$ cat config.mk
export PLATFORM = sky130hd
export DESIGN_NAME = cabinet_inputs
export DESIGN_NICKNAME = d
export VERILOG_FILES = /design/src/main_bus_pkg.sv /design/src/cabinet_inputs.sv
export SDC_FILE = /design/constraint.sdc
export NUM_CORES = 1
export LEC_CHECK = 0
export BUFFER_PORTS_ARGS = -buffer_cell sky130_fd_sc_hd__buf_2
export CORE_AREA = 2 2 61 48
export DETAILED_ROUTE_END_ITERATION = 8
export DIE_AREA = 0 0 63 50
export MAX_ROUTING_LAYER = met4
export PLACE_DENSITY_LB_ADDON = 0.2
export SLEW_MARGIN = 15
export SYNTH_ARGS = -nofsm -noshare
export SYNTH_HDL_FRONTEND = slang
export SYNTH_SLANG_ARGS = --single-unit
$ cat constraint.sdc
create_clock -name vclk -period 5.1
set_input_delay 1.02 -clock vclk [all_inputs]
set_output_delay 1.02 -clock vclk [all_outputs]
set_load 0.01 [all_outputs]
$ cat src/main_bus_pkg.sv
package main_bus_pkg;

    typedef logic [23:1] cpu_addr_t;    // byte address with bit 0 dropped
    typedef logic [15:0] cpu_word_t;
    typedef logic [7:0]  byte_t;
    typedef logic [18:0] prg_addr_t;    // program rom word address
    typedef logic [14:0] wram_addr_t;
    typedef logic [10:0] pal_addr_t;

    typedef enum logic [2:0] {
        TGT_NONE = 3'd0,
        TGT_ROM  = 3'd1,
        TGT_WRAM = 3'd2,
        TGT_PAL  = 3'd3,
        TGT_GCU  = 3'd4,
        TGT_IO   = 3'd5
    } bus_target_t;

    typedef enum logic [1:0] {
        ST_IDLE   = 2'd0,
        ST_DECODE = 2'd1,
        ST_WAIT   = 2'd2,
        ST_ACK    = 2'd3
    } bus_state_t;

    // 96 MHz divided down to the cpu enables
    localparam int CEN_DIV     = 6;
    localparam int CEN_B_PHASE = 3;

    // memory map, compared against the byte address
    localparam logic [23:0] ROM_LAST    = 24'h07FFFF;
    localparam logic [7:0]  WRAM_PREFIX = 8'h10;       // 0x100000 - 0x10FFFF
    localparam logic [3:0]  GCU_PREFIX  = 4'h3;
    localparam logic [3:0]  PAL_PREFIX  = 4'h4;
    localparam logic [11:0] IO_PREFIX   = 12'h700;

    localparam int WRAM_AW = 15;
    localparam int PAL_AW  = 11;

    // cabinet i/o page offsets
    localparam logic [11:0] IO_JUMPER = 12'h000;
    localparam logic [11:0] IO_DSWA   = 12'h004;
    localparam logic [11:0] IO_DSWB   = 12'h008;
    localparam logic [11:0] IO_P1     = 12'h00C;
    localparam logic [11:0] IO_P2     = 12'h010;
    localparam logic [11:0] IO_SYS    = 12'h01C;

    // gcu register offsets
    localparam logic [3:0] GCU_PTR   = 4'h0;
    localparam logic [3:0] GCU_RAM_H = 4'h4;
    localparam logic [3:0] GCU_RAM_L = 4'h6;
    localparam logic [3:0] GCU_SEL   = 4'h8;
    localparam logic [3:0] GCU_REG   = 4'hC;

endpackage

$ cat src/cabinet_inputs.sv
`timescale 1ns/1ns

module cabinet_inputs import main_bus_pkg::*; (
    input  logic [11:0] io_offset,
    input  logic [9:0]  joystick1,
    input  logic [9:0]  joystick2,
    input  logic [1:0]  start_button,
    input  logic [1:0]  coin_input,
    input  logic        service,
    input  logic        dip_test,
    input  byte_t       dipsw_a,
    input  byte_t       dipsw_b,
    input  byte_t       dipsw_c,
    output cpu_word_t   io_word
);

    byte_t p1_byte;
    byte_t p2_byte;
    byte_t sys_byte;

    // board inputs are active high, the frame gives them active low
    assign p1_byte = {1'b0, ~joystick1[6], ~joystick1[5], ~joystick1[4],
                      ~joystick1[0], ~joystick1[1], ~joystick1[2], ~joystick1[3]};
    assign p2_byte = {1'b0, ~joystick2[6], ~joystick2[5], ~joystick2[4],
                      ~joystick2[0], ~joystick2[1], ~joystick2[2], ~joystick2[3]};

    assign sys_byte = {1'b0,
                       ~start_button[1],
                       ~start_button[0],
                       ~coin_input[1],
                       ~coin_input[0],
                       ~dip_test,
                       1'b0,
                       ~service};

    always_comb begin
        case (io_offset)
            IO_JUMPER: io_word = {2{dipsw_c}};
            IO_DSWA:   io_word = {2{dipsw_a}};
            IO_DSWB:   io_word = {2{dipsw_b}};
            IO_P1:     io_word = {2{p1_byte}};
            IO_P2:     io_word = {2{p2_byte}};
            IO_SYS:    io_word = {dipsw_c, sys_byte};    // region jumpers on top
            default:   io_word = 16'h0000;
        endcase
    end

endmodule

==> flow_metrics.py <==
metrics = {
    "grt": {
        "grt_usage_pct": 14.9,
        "antenna_found_initial": 0,
        "gr-usage-met3_pct": 1.60,
        "met2_usage_pct": 26.4,
        "overflow": 0,
        "grt_first_pass_wirelength_um": 3880,
        "grt_max_degree": 16,
        "grt.met1_usage_pct": 19.3,
        "top_usage_layer": "met2",
        "grt_pass1_vias": 900,
    },
    "synth": {
        "synth_simple_gate_area_share_pct": 43.1,
        "synth.most_common_cell": "nand2_1",
        "syn_inst": 98,
        "yosys_warnings": 0,
        "netlist.area_leader.share_pct": 8.57,
        "synthAdderAreaFrac_pct": 0,
        "synth-seq-area-share_pct": 0,
        "synthMuxAreaShare_pct": 11.8,
        "yosys-top-cells-area": "nand2_1 8.6%, mux2i_1 8.2%, o211ai_1 6.1%",
        "synth.largest_area_cell": "nand2_1",
        "synth.avg_cell_area_um2": 6.26,
        "synth_compound_area_share_pct": 34.5,
        "synth_xor_area_share_pct": 0,
        "synthTopCellsByCount": "14 x nand2_1, 8 x inv_1, 8 x nor2_1",
        "synthDistinctLibCells": 32,
        "synth_top_family_by_area": "simple AND/OR/NAND/NOR gates",
        "synthesis.area_um2": 613,
        "syn_nets": 160,
    },
    "timing": {
        "finalCriticalPeriod_ps": 3820,
        "finalCritPeriodShare_pct": 74.9,
        "tightest_slew_ps": 891,
        "drv_slew": 0,
        "worst_slack_ps": 1280,
        "fmax_mhz": 262,
        "setup_viol": 0,
        "finalSetupTns_ps": 0,
        "rsz0062_at_grt": "no",
        "hold_viol": 0,
        "maxSlewHeadroom_pct": 40.0,
    },
    "route": {
        "drt_wl_total_um": 2380,
        "first_pass_iters": 4,
        "postRouteAntennaNets": 0,
        "wl_per_cell_um": 12.0,
        "drt_iter0_markers": 32,
        "vias": 967,
        "post-route-drc-count": 0,
        "via_per_inst": 4.86,
    },
    "cells_and_area": {
        "num_antenna_cells": 0,
        "regArea_um2": 0,
        "layout-drive-gt1-share_pct": 49.7,
        "fin_util_pct": 38.7,
        "final.fill_count": 286,
        "area_growth_pct": 60.4,
        "multi_input_area_um2": 548,
        "final_nets": 227,
        "clock_buffers": 0,
        "n_sequential_cell": 0,
    },
    "flow_run": {
        "cap_violations": 0,
    },
    "critical_path": {
        "crit_type": "input pin to primary output",
        "critPathLaunchType": "input pin",
        "end_kind": "primary output",
        "cp.required_ps": 4080,
        "crit_arrival_ps": 2800,
        "path_max_fanout": 12,
    },
    "floorplanning": {
        "start_util_pct": 24.1,
        "die_y_um": 50,
        "core.rowCount": 16,
        "die-area_um2": 3150,
        "core_um2": 2540,
        "pin_count": 78,
        "die_x_um": 63,
    },
    "clock_tree": {
        "cts_hold_buf": 0,
        "post_cts_resized": 0,
        "postCtsSetupRepairBufs": 0,
    },
    "worst_hold_path": {
        "hold_path_class": "input pin to primary output",
        "holdPathStages": 3,
        "min_to": "io_word[0]",
        "worstHoldStart": "service",
    },
    "status": {
        "outcome": "complete, no violations",
    },
    "placement": {
        "hpwl_um": 2060,
        "place.gp.congestion": 0.842,
        "dp_slack_ps": 1300,
        "port_buffers": 72,
    },
    "power_and_ir_drop": {
        "vdd_ir_drop_max_v": 0.0000355,
        "power.density_nw_per_um2": 44.1,
        "p_leak_nw": 0.541,
    },
}
## placed cells by master (no fill, tap or decap), drive strengths merged, types with 2 or more instances in the layout
master  count
nand3       5
nand2      14
o21ai       4
a311o       3
a31oi       2
o211ai      5
o22ai       2
nor3        5
nor4        3
buf        72
nor2b       3
a222oi      2
or4         3
a21oi       4
a211o       4
inv         8
mux2i       5
or3         4
nor2        9
## worst max-delay path: stages
cell and delay [ps]:
buf_2 230, nand4bb_1 350, nor4_1 870, a21o_1 210, buf_2 120
## worst max-delay path by stage
stage / startpoint / endpoint / slack (ps) / cells after the start
floorplan: io_offset[9] / io_word[9] / 1620 / 6
global placement: io_offset[3] / io_word[9] / 1270 / 5
detailed placement: io_offset[3] / io_word[8] / 1300 / 6
CTS: io_offset[3] / io_word[9] / 1280 / 5
global route: io_offset[3] / io_word[12] / 1170 / 6
finish: io_offset[2] / io_word[9] / 1280 / 5
## stage by stage
step	cell area (um2)	std cells	power (mW)	hold slack [ps]
after CTS	983	199	0.0436	2320
final	983	199	0.0433	2310
after global placement	983	199	0.0426	2310
after floorplan	613	98	0.0183	2150
after detailed placement	983	199	0.0434	2310
after global routing	983	199	0.0478	2330
## cell families after synthesis
logic type,count (synthesis)
AO/OA/AOI/OAI,28
buffers and inverters,15
multiplexers,6
AND/OR/NAND/NOR,49
## report_power, final
part           switching [mW]  internal [mW]
combinational          0.0205         0.0229
sequential                  0              0
clock                       0              0
## cell type report
cell class,instances,share of cell area [%]
multi-input cells,83,55.7
inverters,8,3.05
repair buffers,72,36.6
well taps,36,4.58
## layer usage
| metal | share of wire [%] | routed length (um) | vias up |
|---|---|---|---|
| met2 | 47 | 1130 | 36 |
| met4 | 0 | 0 | 0 |
| met1 | 45 | 1070 | 428 |
| met3 | 7.9 | 188 | 0 |
| li1 | - | - | 503 |
| met5 | 0 | 0 | - |
Note: power is estimated with default switching activity, not from simulation.
