File: src/main_bus_pkg.sv
package main_bus_pkg;

    typedef logic [23:1] cpu_addr_t;    // byte address with bit 0 dropped
    typedef logic [15:0] cpu_word_t;
    typedef logic [7:0]  byte_t;
    typedef logic [18:0] prg_addr_t;    // program rom word address
    typedef logic [14:0] wram_addr_t;
    typedef logic [10:0] pal_addr_t;

    typedef enum logic [2:0] {
        TGT_NONE = 3'd0,
        TGT_ROM  = 3'd1,
        TGT_WRAM = 3'd2,
        TGT_PAL  = 3'd3,
        TGT_GCU  = 3'd4,
        TGT_IO   = 3'd5
    } bus_target_t;

    typedef enum logic [1:0] {
        ST_IDLE   = 2'd0,
        ST_DECODE = 2'd1,
        ST_WAIT   = 2'd2,
        ST_ACK    = 2'd3
    } bus_state_t;

    // 96 MHz divided down to the cpu enables
    localparam int CEN_DIV     = 6;
    localparam int CEN_B_PHASE = 3;

    // memory map, compared against the byte address
    localparam logic [23:0] ROM_LAST    = 24'h07FFFF;
    localparam logic [7:0]  WRAM_PREFIX = 8'h10;       // 0x100000 - 0x10FFFF
    localparam logic [3:0]  GCU_PREFIX  = 4'h3;
    localparam logic [3:0]  PAL_PREFIX  = 4'h4;
    localparam logic [11:0] IO_PREFIX   = 12'h700;

    localparam int WRAM_AW = 15;
    localparam int PAL_AW  = 11;

    // cabinet i/o page offsets
    localparam logic [11:0] IO_JUMPER = 12'h000;
    localparam logic [11:0] IO_DSWA   = 12'h004;
    localparam logic [11:0] IO_DSWB   = 12'h008;
    localparam logic [11:0] IO_P1     = 12'h00C;
    localparam logic [11:0] IO_P2     = 12'h010;
    localparam logic [11:0] IO_SYS    = 12'h01C;

    // gcu register offsets
    localparam logic [3:0] GCU_PTR   = 4'h0;
    localparam logic [3:0] GCU_RAM_H = 4'h4;
    localparam logic [3:0] GCU_RAM_L = 4'h6;
    localparam logic [3:0] GCU_SEL   = 4'h8;
    localparam logic [3:0] GCU_REG   = 4'hC;

endpackage

File: src/cpu_read_mux.sv
`timescale 1ns/1ns

module cpu_read_mux import main_bus_pkg::*; (
    input  logic        clk96,
    input  logic        reset96,
    input  logic        data_load,
    input  bus_target_t target,
    input  logic        rw,
    input  cpu_word_t   prg_data,
    input  cpu_word_t   wram_q,
    input  cpu_word_t   pal_q,
    input  cpu_word_t   gcu_dout,
    input  cpu_word_t   io_word,
    output cpu_word_t   cpu_din
);

    cpu_word_t rd_word;

    always_comb begin
        case (target)
            TGT_ROM:  rd_word = prg_data;
            TGT_WRAM: rd_word = wram_q;
            TGT_PAL:  rd_word = pal_q;
            TGT_GCU:  rd_word = gcu_dout;
            TGT_IO:   rd_word = io_word;
            default:  rd_word = 16'h0000;    // open bus reads as zero
        endcase
    end

    // held between loads, the cpu latches it at dtack
    always_ff @(posedge clk96 or posedge reset96) begin
        if (reset96) begin
            cpu_din <= 16'h0000;
        end else if (data_load) begin
            cpu_din <= rw ? rd_word : 16'h0000;
        end
    end

endmodule

File: config.mk
export PLATFORM = sky130hd
export DESIGN_NAME = cpu_read_mux
export DESIGN_NICKNAME = d
export VERILOG_FILES = /design/src/main_bus_pkg.sv /design/src/cpu_read_mux.sv
export SDC_FILE = /design/constraint.sdc
export NUM_CORES = 1
export LEC_CHECK = 0
export BUFFER_PORTS_ARGS = -buffer_cell sky130_fd_sc_hd__buf_2
export CORE_ASPECT_RATIO = 1.1
export CORE_UTILIZATION = 44
export CTS_CLUSTER_SIZE = 24
export DETAILED_ROUTE_END_ITERATION = 16
export PLACE_DENSITY_LB_ADDON = 0.12
export SYNTH_ARGS = -nofsm -noshare
export SYNTH_HDL_FRONTEND = slang
export SYNTH_SLANG_ARGS = --single-unit
File: constraint.sdc
create_clock -name clk96 -period 1.64 [get_ports clk96]
set_clock_uncertainty 0.1 [all_clocks]
set_input_delay 0.328 -clock clk96 [delete_from_list [all_inputs] [get_ports clk96]]
set_output_delay 0.328 -clock clk96 [all_outputs]
set_load 0.01 [all_outputs]
==> metrics.cfg, run 1 <==
[status]
status=complete, but fails checks
violations=negative hold slack

[timing]
final_hold_viol_count=1
slew_headroom_pct=50.9
rsz0062_at_grt=no
whs_ps=-0.580
min_period_ps=1420
setup_tns_ps=0
maxSlewViolCount=0
fmax_ghz=0.704
final.period_utilization_pct=86.7
max_slew.worst_pin.slew_ps=736
setup_violations=0

[floorplanning]
rows=21
die_w_um=55.6
dieArea_um2=3390
num_io_pins=103
core_area_um2=3020
start_util_pct=46.0
fp.dieH_um=61.0

[finish]
largest_reg_flops=16
largest_registers=cpu_din x16
multi_input_area_um2=892
antenna_cells=0
drive_gt1_share_pct=70.5
syn_to_final_growth_pct=42.5
nFillCells=257
final_nets=305
top_register=cpu_din
final-seq-area_um2=400

[route]
drcViolationCount=0
firstDrtPassIters=4
wl_per_cell_um=15.6
antenna_left=0
dr_total_vias=1394
viasPerCell=5.55
routed_wl_um=3910
drtIter0Drc=40

[worst_setup_path]
end_kind=flip-flop
crit_path_max_fanout=16
critPathTopFamily=simple AND/OR/NAND/NOR gates
crit_type=in2reg
crit_slowest_cell=and2b_1
critPathBufInv=1
reg2regPathDepth=2
path_cells=buf_2 > and2b_1 > a22oi_1 > o221ai_1
reg2reg_slack_ps=810
crit_required_ps=1740
reg2reg_to=cpu_din[13]$_DFFE_PP0P_
crit_path_max_incr_delay_ps=670
startpoint=target[1]
arrival_ps=1520
r2r_start=cpu_din[13]$_DFFE_PP0P_
startpoint_type=input port

[clock_network]
post_cts_resized=0
clk_pin_slew_ps=100
cts_setup_buffers=0
cts_root_buffer=clkbuf_4
cts_tree=built
ctsLongestPathBuffers=2
clock-sinks=16
cts_buffers=3
ctsHoldBuffers=0
insertion_delay_ps=280
cts-htree-levels=1

[hold_path]
hold_class=in2async

[pwr]
p_per_area_nw_per_um2=551
p_leak_nw=0.996
ir_drop_mv=0.317
power.total_mw=1.09

[yosys]
ys.warnings.count=0
synth.distinct_cells=21
syn_area_per_cell_um2=12.2
yosys.area.top_type=dfrtp_1
ys_seq_elements=16
synthCells=114
syn_area_um2=1390
seq_area_frac_synth_pct=28.8
synthesis.nets=201
ys_top_cells_by_area=dfrtp_1 29%, mux2_2 12%, o221ai_2 12%
synth_top_area_share_pct=28.8

[placed_design]
place_congestion=0.717
hpwl_um=3090
port_buffers=102

[grt]
grt_max_degree=17
gr-total-overflow=0
grt_pass1_wl_um=6070
grt_pass1_vias=1405
grtUsageTotal_pct=23.1
antenna_found_initial=0

[job]
maxCapViolations=0

## metal layers
layer,vias to the layer above,track usage (%),routed length [um]
met5,-,0,0
met4,0,7.14,13
met3,2,3.62,232
met2,66,46.6,2120
met1,666,25.2,1540
li1,660,-,-
## kinds of logic after synthesis
kind of cell,after synthesis,synth area share [%]
and+or+nand+nor,22,12.8
muxes,32,24.5
buffers and inverters,12,7.10
DFF,16,28.8
AOI/OAI and AO/OA,32,26.9
## power breakdown
group	internal, mW	total, mW	switching (mW)
clock network	0.135	0.266	0.131
registers	0.423	0.441	0.0176
logic	0.210	0.385	0.176
total	0.768	1.09	0.324
## through the flow
stage	util [%]	cells	hold WS (ps)	area [um2]	worst slack (ps)
floorplan	-	114	142	1390	212
global placement	64.4	247	345	1950	-20.5
detailed placement	64.4	247	349	1950	-119
CTS	65.6	251	21.1	1980	217
global route	65.6	251	64.3	1980	111
finish	65.6	251	-0.580	1980	219
## placed cells by master, fill, tap and decap left out, drive strengths merged, types with 4 or more instances in the layout
master / count
mux2i: 16
o221ai: 16
mux2: 16
clkbuf: 4
buf: 110
nand2b: 16
dfrtp: 16
a22oi: 16
## synth_stat cells
cell / n
nor3b_4: 1
mux2i_1: 16
dfrtp_1: 16
o221ai_1: 5
nand2_1: 1
buf_6: 5
nand4_4: 1
o221ai_2: 11
nand2b_1: 16
or3_4: 1
a22oi_1: 7
buf_2: 1
nand4b_2: 1
mux2_2: 15
a22oi_2: 9
and2b_1: 1
buf_4: 1
clkbuf_1: 3
mux2_1: 1
inv_1: 1
buf_8: 1
## layout make-up
class / instances / share of cell area, %
Sequential cell: 16 / 20.2
Clock buffer: 4 / 1.83
Tap cell: 34 / 2.15
Multi-Input combinational cell: 86 / 45.0
Inverter: 1 / 0.189
Timing Repair Buffer: 110 / 30.7
## worst max path at each step
stage,to,slack [ps],cells past startpoint
final,cpu_din[13]$_DFFE_PP0P_,220,4
after detailed placement,cpu_din[13]$_DFFE_PP0P_,-120,4
after global placement,cpu_din[9]$_DFFE_PP0P_,-20,4
after CTS,cpu_din[13]$_DFFE_PP0P_,220,4
after floorplan,cpu_din[9]$_DFFE_PP0P_,210,5
after global routing,cpu_din[13]$_DFFE_PP0P_,110,4
No activity file was read; power rests on OpenSTA's default activity.
==> run 2, diff against run 1 <==
- CORE_MARGIN: not set -> 10
- CORE_UTILIZATION: 44 -> 41
- clock period: 1.64 -> 1.58 ns (I/O delays scaled with it)
==> metrics.cfg, run 2 (synthesis gave the netlist of run 1 again) <==
[clock_network]
insertion_delay_ps=280  ; about the same
cts_tree=built
ctsHoldBuffers=0  ; unchanged
cts-htree-levels=1  ; unchanged
clk_pin_slew_ps=100  ; about the same
cts_setup_buffers=0  ; unchanged
cts_buffers=3  ; unchanged
post_cts_resized=0  ; unchanged
cts_root_buffer=clkbuf_4
clock-sinks=16  ; unchanged
ctsLongestPathBuffers=2  ; unchanged

[route]
routed_wl_um=4840  ; +24%
antenna_left=0  ; unchanged
viasPerCell=5.43  ; -2.2%
drcViolationCount=0  ; unchanged
dr_total_vias=1396  ; +0.14%
wl_per_cell_um=18.8  ; +21%
firstDrtPassIters=4  ; unchanged
drtIter0Drc=34  ; -15%

[placed_design]
place_congestion=0.792  ; +10%
dpl_cell_area_um2=1980  ; +1.7%
hpwl_um=4190  ; +35%
port_buffers=102  ; unchanged

[timing]
max_slew.worst_pin.slew_ps=620  ; -117 ps
setup_violations=0  ; unchanged
rsz0062_at_grt=no
min_period_ps=1280
final.period_utilization_pct=81.3
slew_headroom_pct=58.6  ; +7.7 points
final_hold_viol_count=16  ; +15
maxSlewViolCount=0  ; unchanged
fmax_ghz=0.778
whs_ps=-8.37  ; -7.79 ps

[pwr]
p_per_area_nw_per_um2=566  ; +2.7%
p_leak_nw=1.02  ; +2.0%
ir_drop_mv=0.263  ; -17%
power.total_mw=1.14  ; +4.4%

[finish]
syn_to_final_growth_pct=44.9
top_register=cpu_din
largest_registers=cpu_din x16
fin_area_um2=2020  ; +1.6%
largest_reg_flops=16  ; unchanged
layout_commonest_cell=buf_2
antenna_cells=0  ; unchanged
drive_gt1_share_pct=71.0  ; +0.53 points
layout_common_cells=102 x buf_2, 16 x mux2i_1, 16 x nand2b_1, 16 x dfrtp_1, 15 x mux2_2
final_nets=309  ; +1.3%

[floorplanning]
fp.dieH_um=81.1  ; +33%
dieArea_um2=6130  ; +81%
rows=22  ; +4.8%
num_io_pins=103  ; unchanged
die_w_um=75.5  ; +36%
start_util_pct=42.1  ; -3.9 points
core_area_um2=3300  ; +9.3%

[job]
maxCapViolations=0  ; unchanged

[worst_setup_path]
crit_slowest_cell=nand4_4
crit_required_ps=1670  ; -70 ps
end_kind=flip-flop
crit_path_max_incr_delay_ps=320  ; -350 ps
reg2regPathDepth=2  ; unchanged
arrival_ps=1370  ; -150 ps
crit_type=in2reg
path_cells=buf_2 > buf_4 > nand2_1 > nand4_4 > o221ai_1
startpoint_type=input port
crit_path_max_fanout=16  ; unchanged

[grt]
grt_max_degree=17  ; unchanged
antenna_found_initial=0  ; unchanged
grt_pass1_wl_um=7710  ; +27%
grt_pass1_vias=1639  ; +17%
grtUsageTotal_pct=15.8  ; -7.3 points
gr-total-overflow=0  ; unchanged

[status]
status=complete, but fails checks
violations=negative hold slack

[hold_path]
hold_class=in2async

run 2: final cells by class:
class	instances	area [um2]
Multi-Input combinational cell	86	892
Fill cell	301	1290
Timing Repair Buffer	114	638
Inverter	1	3.75
Tap cell	36	45.0
Clock buffer	4	36.3
Sequential cell	16	400
run 2: power by group:
group          switching, mW  internal, mW  total (mW)
sequential            0.0175         0.439       0.457
combinational          0.187         0.224       0.410
clock                  0.133         0.140       0.273
run 2: stage by stage:
stage          setup slack (ps)  instances  util (%)  hold WS, ps  setup TNS (ps)
2_1_floorplan               164        114         -          130               0
3_5_place_dp              -19.6        253      59.9          329           -25.4
5_1_grt                     224        257      61.0         30.4               0
3_3_place_gp               34.2        253      59.9          322               0
6_report                    295        257      61.0        -8.37               0
4_1_cts                     307        257      61.0         1.49               0
run 2: routing by layer:
metal  global-route usage (%)  share of wire (%)  vias up
li1                         -                  -      667
met5                        0                  0        -
met1                     17.3                 37      653
met4                     3.90               0.70        0
met2                     26.7                 49       72
met3                     7.93                 14        4
run 2: critical path: cells and delay by family:
kind | cells | cell delay, ps
buffers and inverters | 2 | 310
AO/OA/AOI/OAI | 1 | 300
AND/OR/NAND/NOR | 2 | 440
run 2: worst paths after layout:
kind                                    startpoint                       to  slack, ps
setup / recovery                         target[1]  cpu_din[11]$_DFFE_PP0P_        300
hold / removal                             reset96  cpu_din[10]$_DFFE_PP0P_         -8
setup reg to reg           cpu_din[11]$_DFFE_PP0P_  cpu_din[11]$_DFFE_PP0P_        750
hold reg to reg             cpu_din[0]$_DFFE_PP0P_   cpu_din[0]$_DFFE_PP0P_        400
max in group asynchronous                  reset96   cpu_din[6]$_DFFE_PP0P_        990
min in group clk96                      wram_q[14]  cpu_din[14]$_DFFE_PP0P_        230
