**src/main_bus_pkg.sv**
```systemverilog
package main_bus_pkg;

    typedef logic [23:1] cpu_addr_t;    // byte address with bit 0 dropped
    typedef logic [15:0] cpu_word_t;
    typedef logic [7:0]  byte_t;
    typedef logic [18:0] prg_addr_t;    // program rom word address
    typedef logic [14:0] wram_addr_t;
    typedef logic [10:0] pal_addr_t;

    typedef enum logic [2:0] {
        TGT_NONE = 3'd0,
        TGT_ROM  = 3'd1,
        TGT_WRAM = 3'd2,
        TGT_PAL  = 3'd3,
        TGT_GCU  = 3'd4,
        TGT_IO   = 3'd5
    } bus_target_t;

    typedef enum logic [1:0] {
        ST_IDLE   = 2'd0,
        ST_DECODE = 2'd1,
        ST_WAIT   = 2'd2,
        ST_ACK    = 2'd3
    } bus_state_t;

    // 96 MHz divided down to the cpu enables
    localparam int CEN_DIV     = 6;
    localparam int CEN_B_PHASE = 3;

    // memory map, compared against the byte address
    localparam logic [23:0] ROM_LAST    = 24'h07FFFF;
    localparam logic [7:0]  WRAM_PREFIX = 8'h10;       // 0x100000 - 0x10FFFF
    localparam logic [3:0]  GCU_PREFIX  = 4'h3;
    localparam logic [3:0]  PAL_PREFIX  = 4'h4;
    localparam logic [11:0] IO_PREFIX   = 12'h700;

    localparam int WRAM_AW = 15;
    localparam int PAL_AW  = 11;

    // cabinet i/o page offsets
    localparam logic [11:0] IO_JUMPER = 12'h000;
    localparam logic [11:0] IO_DSWA   = 12'h004;
    localparam logic [11:0] IO_DSWB   = 12'h008;
    localparam logic [11:0] IO_P1     = 12'h00C;
    localparam logic [11:0] IO_P2     = 12'h010;
    localparam logic [11:0] IO_SYS    = 12'h01C;

    // gcu register offsets
    localparam logic [3:0] GCU_PTR   = 4'h0;
    localparam logic [3:0] GCU_RAM_H = 4'h4;
    localparam logic [3:0] GCU_RAM_L = 4'h6;
    localparam logic [3:0] GCU_SEL   = 4'h8;
    localparam logic [3:0] GCU_REG   = 4'hC;

endpackage

```
**src/gcu_command.sv**
```systemverilog
`timescale 1ns/1ns

module gcu_command import main_bus_pkg::*; (
    input  logic       clk96,
    input  logic       reset96,
    input  logic       gcu_start,
    input  logic       rw,
    input  logic [3:0] gcu_offset,
    input  logic       gcu_ack,
    output logic       op_select_reg,
    output logic       op_write_reg,
    output logic       op_write_ram,
    output logic       op_read_ram_h,
    output logic       op_read_ram_l,
    output logic       op_set_ram_ptr,
    output logic       gcu_done
);

    logic op_hit;    // offset and direction name a real operation
    logic busy;

    always_comb begin
        if (rw)
            op_hit = (gcu_offset == GCU_RAM_H) || (gcu_offset == GCU_RAM_L);
        else
            op_hit = gcu_offset inside {GCU_PTR, GCU_RAM_H, GCU_RAM_L, GCU_SEL, GCU_REG};
    end

    assign busy = |{op_select_reg, op_write_reg, op_write_ram,
                    op_read_ram_h, op_read_ram_l, op_set_ram_ptr};

    // unknown offsets finish on the spot
    assign gcu_done = (gcu_start && !op_hit) || (busy && gcu_ack);

    always_ff @(posedge clk96 or posedge reset96) begin
        if (reset96) begin
            op_select_reg  <= 1'b0;
            op_write_reg   <= 1'b0;
            op_write_ram   <= 1'b0;
            op_read_ram_h  <= 1'b0;
            op_read_ram_l  <= 1'b0;
            op_set_ram_ptr <= 1'b0;
        end else if (gcu_start) begin
            op_read_ram_h  <= rw && (gcu_offset == GCU_RAM_H);
            op_read_ram_l  <= rw && (gcu_offset == GCU_RAM_L);
            op_write_reg   <= !rw && (gcu_offset == GCU_REG);
            op_select_reg  <= !rw && (gcu_offset == GCU_SEL);
            op_write_ram   <= !rw && (gcu_offset == GCU_RAM_H || gcu_offset == GCU_RAM_L);
            op_set_ram_ptr <= !rw && (gcu_offset == GCU_PTR);
        end else if (gcu_ack) begin
            op_select_reg  <= 1'b0;    // gcu took it
            op_write_reg   <= 1'b0;
            op_write_ram   <= 1'b0;
            op_read_ram_h  <= 1'b0;
            op_read_ram_l  <= 1'b0;
            op_set_ram_ptr <= 1'b0;
        end
    end

endmodule

```
**config.mk**
```make
export PLATFORM = sky130hd
export DESIGN_NAME = gcu_command
export DESIGN_NICKNAME = d
export VERILOG_FILES = /design/src/main_bus_pkg.sv /design/src/gcu_command.sv
export SDC_FILE = /design/constraint.sdc
export NUM_CORES = 1
export LEC_CHECK = 0
export BUFFER_PORTS_ARGS = -buffer_cell sky130_fd_sc_hd__buf_4
export CAP_MARGIN = 15
export CORE_AREA = 2 2 39 41
export DETAILED_ROUTE_END_ITERATION = 10
export DIE_AREA = 0 0 41 43
export PLACE_DENSITY_LB_ADDON = 0.08
export SLEW_MARGIN = 25
export SYNTH_ARGS = -nofsm -noshare
export SYNTH_HDL_FRONTEND = slang
export SYNTH_SLANG_ARGS = --single-unit
```
**constraint.sdc**
```tcl
create_clock -name clk96 -period 3.1 [get_ports clk96]
set_clock_uncertainty 0.2 [all_clocks]
set_input_delay 0 -clock clk96 [delete_from_list [all_inputs] [get_ports clk96]]
set_output_delay 0 -clock clk96 [all_outputs]
set_load 0.05 [all_outputs]
```
==> results of run 1 <==
[Yosys cell counts]
cell	count	area, sq um
nor3b_1	1	7.51
nor4_2	1	12.5
dfrtp_1	6	150
a41o_1	1	10.0
nor3_2	1	10.0
inv_1	2	7.51
nor3b_2	1	12.5
a22o_1	1	8.76
nand4b_1	1	8.76
o21ai_1	3	15.0
buf_2	1	5.00
nand3b_1	2	15.0
or2b_1	1	7.51
nand2_1	7	26.3
nor2_1	3	11.3
nand4_1	1	6.26
[critical path: cells and delay by family]
kind / cells / cell delay [ns]
AO/OA/AOI/OAI: 1 / 0.11
buffers and inverters: 5 / 2.40
AND/OR/NAND/NOR: 2 / 0.33
[cells by family after synthesis]
family | count (synthesis) | synth area share [%]
AO/OA/AOI/OAI | 5 | 10.8
buffers and inverters | 3 | 3.98
flip-flops | 6 | 47.8
AND/OR/NAND/NOR | 19 | 37.5
[power breakdown]
| group | leakage, nW | internal (W) | switching, W |
|---|---|---|---|
| registers | 0.0833 | 0.0000798 | 0.00000109 |
| clock network | 0.0138 | 0.0000438 | 0.0000278 |
| logic | 0.222 | 0.0000225 | 0.0000222 |
[layout make-up]
type / count / area [sq um]
tap: 16 / 20.0
sequential: 6 / 150
fill: 145 / 759
multi-input combinational: 24 / 151
timing repair buffer: 31 / 273
clock buffer: 3 / 22.5
inverter: 2 / 7.51
[stage by stage]
step / hold slack, ns / power [W] / utilization (%)
3_5_place_dp: -0.264 / 0.000117 / 31.9
2_1_floorplan: -0.409 / 0.000101 / -
4_1_cts: 0.0369 / 0.000201 / 45.1
3_3_place_gp: -0.271 / 0.000117 / 31.9
6_report: 0.0357 / 0.000197 / 45.1
5_1_grt: 0.0490 / 0.000210 / 45.1
[worst max-delay path by stage]
stage,startpoint,endpoint,slack (ns),cells past startpoint
finish,rw,op_select_reg,0.24,8
global route,rw,op_select_reg,0.15,8
CTS,rw,op_select_reg,0.25,8
detailed placement,op_write_ram,gcu_done,1.76,4
global placement,op_write_ram,gcu_done,1.75,4
floorplan,op_write_ram,gcu_done,1.56,3
[per-layer routing]
metal | up-vias | GRT usage [%]
met2 | 14 | 20.0
li1 | 182 | -
met5 | - | 0
met3 | 0 | 6.28
met4 | 0 | 2.00
met1 | 174 | 14.2
[what timing repair did]
action | in CTS | in global routing
endpoints found under the hold margin | 12 | 0
gates resized for setup | 0 | 0
hold buffers | 16 | 0
==> metrics.cfg, run 1 <==
[timing]
period_minus_slack_ns=2.86
setup_viol=0
setup_tns_ns=0
rsz0062_at_grt=false
timing.final.ws_setup_ns=0.243
fin_crit_sh_pct=92.2
hold_violations=0
worst_pin_slew_ns=0.252
fmax_ghz=0.350
finalMaxSlewViolations=0
max_slew_margin_pct=83.1

[critical_path]
cpMostUsedCell=dlygate4sd3_1
reg2reg_depth=3
path_class=primary input to flop
cp-end-kind=flop
crit_path_max_incr_delay_ns=0.59
crit_chain=dlygate4sd3_1 -> buf_4 -> nor3_2 -> dlygate4sd3_1 -> nand3b_1 -> dlygate4sd3_1 -> o21ai_1 -> dlygate4sd3_1
cp-start-kind=primary input
rr_endpoint=op_write_reg
r2r-start=op_write_reg
slowest_stage=dlygate4sd3_1
crit_fanout=4
worstPathRequired_ns=3.08
arrival_ns=2.83
rrSetupSlack_ns=1.49

[floorplan]
ios=16
die-area_sq_mm=0.00176
fp.dieH_um=43
core_area_sq_mm=0.00138
initial_utilization_pct=22.7
rows=14
die_w_um=41

[synthesis]
avgSynthCellArea_sq_um=9.52
ys_ff_latch=6
synth.distinct_cells=16
synth-warning-count=0
synth_cells=33
synth_area_sq_um=314
synth_seq_area_share_pct=47.8
synth_nets=42

[drt]
drc=0
via_per_inst=4.51
dr_wl_met2_um=448
firstDrtPassIters=4
wl_met1_um=334
wirelength_um=844
antenna_left=0
routedWlPerCell_um=10.3
route.vias.total=370
met3_length_um=61
routed.top_layer=met3
drt_iter0_drc=3

[clock_network]
numCtsBuffers=3
cts.sinks=6
cts_tree=built
cts_setup_buffers=0
path_clk_slew_ns=0.05
cts-htree-levels=1
cts_buffer_depth=2
cts-root-buf=clkbuf_4
clk_latency_ns=0.24

[global_route]
gr-usage-all-layers_pct=12.4
overflow=0
grt_max_degree=10
antenna_found_initial=0
grt_pass1_wl_um=1500
grt_pass1_vias=378

[layout]
antenna_cells=0
final_cell_area_sq_um=624
mostFrequentLayoutCell=dlygate4sd3_1
final_cells=82
nets=77
syn_to_final_growth_pct=98.8
drive_above_1_share_pct=31.8
mostFrequentLayoutCells=16 x dlygate4sd3_1, 15 x buf_4, 7 x nand2_1

[placed_design]
dp_cells=63
gp_congestion=0.750
pre_cts_slack_ns=1.76
place_area_sq_um=442
dp_hpwl_um=651
portBuffers=15

[min_path]
hold_class=primary input to async pin

[job]
drv_cap=0

[outcome]
status=finished, final reports clean

[pwr]
power.leakage_nw=0.319
p_per_area_mw_per_mm2=316
ir_drop_uv=194

Power figures use the tool's default switching activity.
==> inputs of run 2 (changes only) <==
- ABC_AREA: unset -> 1
- CTS_BUF_LIST: unset -> sky130_fd_sc_hd__clkbuf_4
==> run 2 against run 1 <==
Synthesized cell count increased by 39%. Non-clock buffer count shrank 2. Global-route usage is 1.8 points lower. Synthesized area up 5.2%. Maximum frequency grew 35%. Flip-flop and latch count did not move. Via count rose by 7.3%. Core utilization is 0.090 points higher. Die area did not move.
==> metrics.cfg, run 2 <==
[clock_network]
ctsResizeCount=0  ; unchanged
cts.sinks=6  ; unchanged
path_clk_slew_ns=0.04  ; about the same
cts_tree=built
cts-htree-levels=1  ; unchanged
cts_hold_buf=14  ; -2
cts_setup_buffers=0  ; unchanged
cts_buffer_depth=2  ; unchanged
numCtsBuffers=3  ; unchanged
cts-root-buf=clkbuf_4
clk_latency_ns=0.24  ; about the same

[floorplan]
ios=16  ; unchanged
rows=14  ; unchanged
initial_utilization_pct=23.9  ; +1.2 points
core_area_sq_mm=0.00138  ; unchanged
fp.dieH_um=43  ; unchanged
die_w_um=41  ; unchanged
die-area_sq_mm=0.00176  ; unchanged

[critical_path]
rrSetupSlack_ns=1.73  ; +0.24 ns
critPathBufInv=4  ; -1
path_delay_family=buffers and inverters
path_class=primary input to flop
cpMostUsedCell=dlygate4sd3_1
slowest_stage=dlygate4sd3_1
cp-end-kind=flop
crit_chain=dlygate4sd3_1 -> buf_4 -> nor2_2 -> dlygate4sd3_1 -> nand4_1 -> dlygate4sd3_1 -> nand2_1
crit_fanout=3  ; -1
worstPathRequired_ns=3.08  ; about the same
cp-start-kind=primary input
crit_path_max_incr_delay_ns=0.59  ; about the same
arrival_ns=2.09  ; -0.74 ns

[global_route]
grt_pass1_wl_um=1220  ; -18%
gr-usage-all-layers_pct=10.6  ; -1.8 points
overflow=0  ; unchanged
grt_max_degree=7  ; -3
antenna_found_initial=0  ; unchanged
grt_pass1_vias=346  ; -8.5%

[layout]
antenna_cells=0  ; unchanged
n_fill_cell=144  ; -0.69%
nets=89  ; +16%
area.sequential_sq_um=150  ; unchanged
drive_above_1_share_pct=28.2  ; -3.6 points
multi_input_area_sq_um=154  ; +1.7%
mostFrequentLayoutCell=nand2_1
mostFrequentLayoutCells=17 x nand2_1, 15 x buf_4, 14 x dlygate4sd3_1
syn_to_final_growth_pct=89.4

[drt]
routedWlPerCell_um=8.74  ; -15%
drc=0  ; unchanged
via_per_inst=4.22  ; -6.4%
drt_iter0_drc=10  ; +7
antenna_left=0  ; unchanged
wirelength_um=822  ; -2.6%
firstDrtPassIters=4  ; unchanged
route.vias.total=397  ; +7.3%

[synthesis]
synth.distinct_cells=10  ; -6
synth_area_sq_um=330  ; +5.2%
synth_cells=46  ; +39%
synth_seq_area_share_pct=45.5  ; -2.4 points
async_reset_ff_share_pct=100  ; unchanged
synth_nets=55  ; +31%
synth_edf_count=0  ; unchanged
synth-main-ff-cell=dfrtp_1
synth-warning-count=0  ; unchanged
synth_largest_area_cell=dfrtp_1
avgSynthCellArea_sq_um=7.18  ; -25%
synth_area_leaders=dfrtp_1 45%, nand2_1 19%, nand3_1 7.6%, inv_1 6.8%, nand4_1 5.7%
synth_top_area_share_pct=45.5  ; -2.4 points
yosysMostFrequentCell=nand2_1
ys_ff_latch=6  ; unchanged
synth_commonest_cells=17 x nand2_1, 6 x dfrtp_1, 6 x inv_1

[timing]
max_slew_margin_pct=84.9  ; +1.8 points
fin_crit_sh_pct=68.0  ; -24 points
setup_tns_ns=0  ; unchanged
rsz0062_at_grt=false
setup_viol=0  ; unchanged
period_minus_slack_ns=2.11  ; -0.748 ns
fmax_ghz=0.474  ; +35%
hold_violations=0  ; unchanged
worst_pin_slew_ns=0.226  ; -0.0260 ns
finalMaxSlewViolations=0  ; unchanged

[pwr]
p_per_area_mw_per_mm2=317  ; +0.40%
ir_drop_uv=123  ; -36%
finalPower_w=0.000198  ; +0.60%
p_sw_share_pct=26.3  ; +0.36 points
p_int_w=0.000146  ; +0.11%
p_sw_w=0.0000521  ; +2.0%
power_frac_seq_pct=40.8  ; -0.2 points
clkPwrFrac_pct=35.1  ; -1.2 points
p_comb_share_pct=24.1  ; +1.4 points
power.leakage_nw=0.347  ; +8.6%

[outcome]
status=finished, final reports clean

[placed_design]
portBuffers=15  ; unchanged
gp_congestion=0.649  ; -13%

[min_path]
hold_class=primary input to async pin

[job]
drv_cap=0  ; unchanged

## run 2: area by class of cell
class,instances,share of cell area (%)
well taps,16,3.20
multi-input cells,33,24.6
repair buffers,29,40.4
clock buffers,3,3.60
flip-flops and latches,6,24.0
inverters,7,4.20
## run 2: worst reg2reg max path: stages (launching register included)
cell and delay (ns):
dfrtp_1 0.39, nand2_1 0.07, nand2_1 0.04, dlygate4sd3_1 0.54
## run 2: layer usage
layer / global-route usage, % / up-vias / part of all wire [%]
met5: 0 / - / 0
met4: 12.0 / 0 / 0
met3: 0 / 0 / 7.2
met2: 15.6 / 17 / 50
met1: 12.0 / 170 / 42
li1: - / 210 / -
## run 2: path summary, 6_finish.rpt
path / start / depth (start not counted) / to
max: rw / 7 / op_write_reg
min reg2reg: op_read_ram_h / 2 / op_read_ram_h
max in group asynchronous: reset96 / 3 / op_set_ram_ptr
min: reset96 / 3 / op_write_ram
max reg2reg: op_write_ram / 3 / op_write_ram
min in group clk96: gcu_start / 4 / gcu_done
## run 2: kinds of logic (layout without fill, tap and decap cells)
kind of cell,after synthesis,count (layout),share of synthesized area [%]
flip-flops,6,6,45.5
buffers and inverters,7,39,7.95
AND/OR/NAND/NOR,33,33,46.6
## run 2: power by group through the flow
stage / combinational (W) / sequential [W] / clock [W]
floorplan: 0.0000165 / 0.0000861 / 0
global placement: 0.0000384 / 0.0000820 / 0
detailed placement: 0.0000382 / 0.0000820 / 0
CTS: 0.0000482 / 0.0000808 / 0.0000733
global route: 0.0000521 / 0.0000808 / 0.0000757
finish: 0.0000478 / 0.0000808 / 0.0000697
## run 2: through the flow
step           utilization, %  cell area (sq um)  instances  hold WS [ns]  worst slack (ns)
3_5_place_dp             33.5                463         77        -0.265              2.02
6_report                 45.2                626         94        0.0311             0.991
3_3_place_gp             33.5                463         77        -0.258              1.99
2_1_floorplan               -                330         46        -0.409              1.72
5_1_grt                  45.2                626         94        0.0725             0.897
4_1_cts                  45.2                626         94        0.0346              1.00
==> inputs of run 3 (changes only) <==
- ABC_AREA: 1 -> 0
- clock period: 3.1 -> 2 ns (I/O delays scaled with it)
==> run 3 against run 2 <==
Global-route usage is 1.4 points higher. Core utilization shrank 2.3 points. Sequential share of layout area increased by 1.3 points. Flip-flop and latch count is the same. Combinational power rose by 41%. Design area decreased by 5.0%. Critical endpoint is now op_select_reg. Largest power group unchanged. Highest routed layer unchanged.
==> metrics.cfg, run 3 (same netlist as run 1, synthesis figures left out) <==
[clock_network]
ctsResizeCount=0  ; unchanged
path_clk_slew_ns=0.05  ; about the same
cts.sinks=6  ; unchanged
cts_tree=built
cts_hold_buf=13  ; -1
cts-root-buf=clkbuf_4
numCtsBuffers=3  ; unchanged
clk_latency_ns=0.24  ; about the same
cts_setup_buffers=0  ; unchanged
cts-htree-levels=1  ; unchanged
cts_buffer_depth=2  ; unchanged

[layout]
drive_above_1_share_pct=33.3  ; +5.1 points
antenna_cells=0  ; unchanged
n_fill_cell=146  ; +1.4%
mostFrequentLayoutCells=15 x buf_4, 13 x dlygate4sd3_1, 7 x nand2_1
mostFrequentLayoutCell=buf_4
nets=74  ; -17%
syn_to_final_growth_pct=89.2  ; about the same
final_cell_area_sq_um=594  ; -5.0%

[timing]
fmax_ghz=0.563
max_slew_margin_pct=83.2  ; -1.7 points
finalMaxSlewViolations=0  ; unchanged
fin_crit_sh_pct=88.8
setup_tns_ns=0  ; unchanged
period_minus_slack_ns=1.78
worst_pin_slew_ns=0.251  ; +0.0251 ns
hold_violations=0  ; unchanged
timing.final.ws_setup_ns=0.223  ; -0.767 ns
setup_viol=0  ; unchanged
rsz0062_at_grt=false

[drt]
firstDrtPassIters=4  ; unchanged
routedWlPerCell_um=10.5  ; +21%
route.vias.total=358  ; -9.8%
drt_iter0_drc=5  ; -5
antenna_left=0  ; unchanged
wirelength_um=833  ; +1.3%
drc=0  ; unchanged
via_per_inst=4.53  ; +7.3%

[critical_path]
reg2reg_depth=3  ; unchanged
path_class=primary input to flop
cp.depth=6  ; -1
cp-end-kind=flop
r2r-start=op_write_reg
cp-start-kind=primary input
slowest_stage=dlygate4sd3_1
cpMostUsedCell=dlygate4sd3_1
crit_path_max_incr_delay_ns=0.57  ; -0.02 ns
critPathLaunch=rw
rr_endpoint=op_write_reg
rrSetupSlack_ns=0.39  ; -1.34 ns
endpoint=op_select_reg
path_delay_family=buffers and inverters
crit_fanout=4  ; +1
worstPathRequired_ns=1.96  ; -1.12 ns
arrival_ns=1.74  ; -0.35 ns
critPathBufInv=3  ; -1
crit_chain=dlygate4sd3_1 -> buf_4 -> nor3_2 -> nand3b_1 -> dlygate4sd3_1 -> o21ai_1

[floorplan]
ios=16  ; unchanged
rows=14  ; unchanged
initial_utilization_pct=22.7  ; -1.2 points
core_area_sq_mm=0.00138  ; unchanged
fp.dieH_um=43  ; unchanged
die-area_sq_mm=0.00176  ; unchanged
die_w_um=41  ; unchanged

[job]
drv_cap=0  ; unchanged

[global_route]
gr-usage-all-layers_pct=12.0  ; +1.4 points
grt_max_degree=10  ; +3
grt_pass1_wl_um=1440  ; +18%
grt_pass1_vias=358  ; +3.5%
antenna_found_initial=0  ; unchanged
overflow=0  ; unchanged

[placed_design]
place_area_sq_um=442  ; -4.6%
gp_congestion=0.750  ; +16%
dp_hpwl_um=651
portBuffers=15  ; unchanged
pre_cts_slack_ns=0.659  ; -1.36 ns

[min_path]
hold_class=primary input to async pin

[outcome]
status=finished, final reports clean

[pwr]
ir_drop_uv=284  ; +130%
power.leakage_nw=0.299  ; -14%
p_per_area_mw_per_mm2=511  ; +61%

run 3: worst min path at each step:
stage                endpoint  slack (ns)
3_3_place_gp    op_read_ram_h       -0.27
5_1_grt        op_set_ram_ptr        0.05
3_5_place_dp    op_read_ram_l       -0.26
6_report       op_set_ram_ptr        0.04
4_1_cts        op_set_ram_ptr        0.04
2_1_floorplan   op_read_ram_h       -0.41
run 3: final cells by class:
cell class / count / area, sq um / share of cell area [%]
repair buffers: 28 / 243 / 40.8
multi-input cells: 24 / 151 / 25.5
clock buffers: 3 / 22.5 / 3.79
flip-flops and latches: 6 / 150 / 25.3
well taps: 16 / 20.0 / 3.37
inverters: 2 / 7.51 / 1.26
run 3: through the flow:
step / utilization, % / total power (W) / hold WS, ns / std cells
after floorplan: - / 0.000157 / -0.409 / 33
after global placement: 31.9 / 0.000181 / -0.271 / 63
after detailed placement: 31.9 / 0.000182 / -0.264 / 63
after CTS: 42.9 / 0.000310 / 0.0369 / 79
after global routing: 42.9 / 0.000323 / 0.0490 / 79
final: 42.9 / 0.000304 / 0.0352 / 79
run 3: power breakdown:
group          switching, W  internal (W)  total [W]
combinational     0.0000341     0.0000333  0.0000673
sequential       0.00000169      0.000124   0.000125
clock             0.0000431     0.0000678   0.000111
run 3: routing by layer:
metal  global-route usage (%)  part of all wire [%]
met2                     19.1                    52
met3                     6.28                   7.7
met5                        0                     0
met1                     13.9                    40
met4                     2.00                     0
run 3: worst register-to-register path, cell delays in order (launching register included):
cell and delay [ns]:
dfrtp_1 0.40, nor3b_1 0.15, a41o_1 0.19, dlygate4sd3_1 0.55
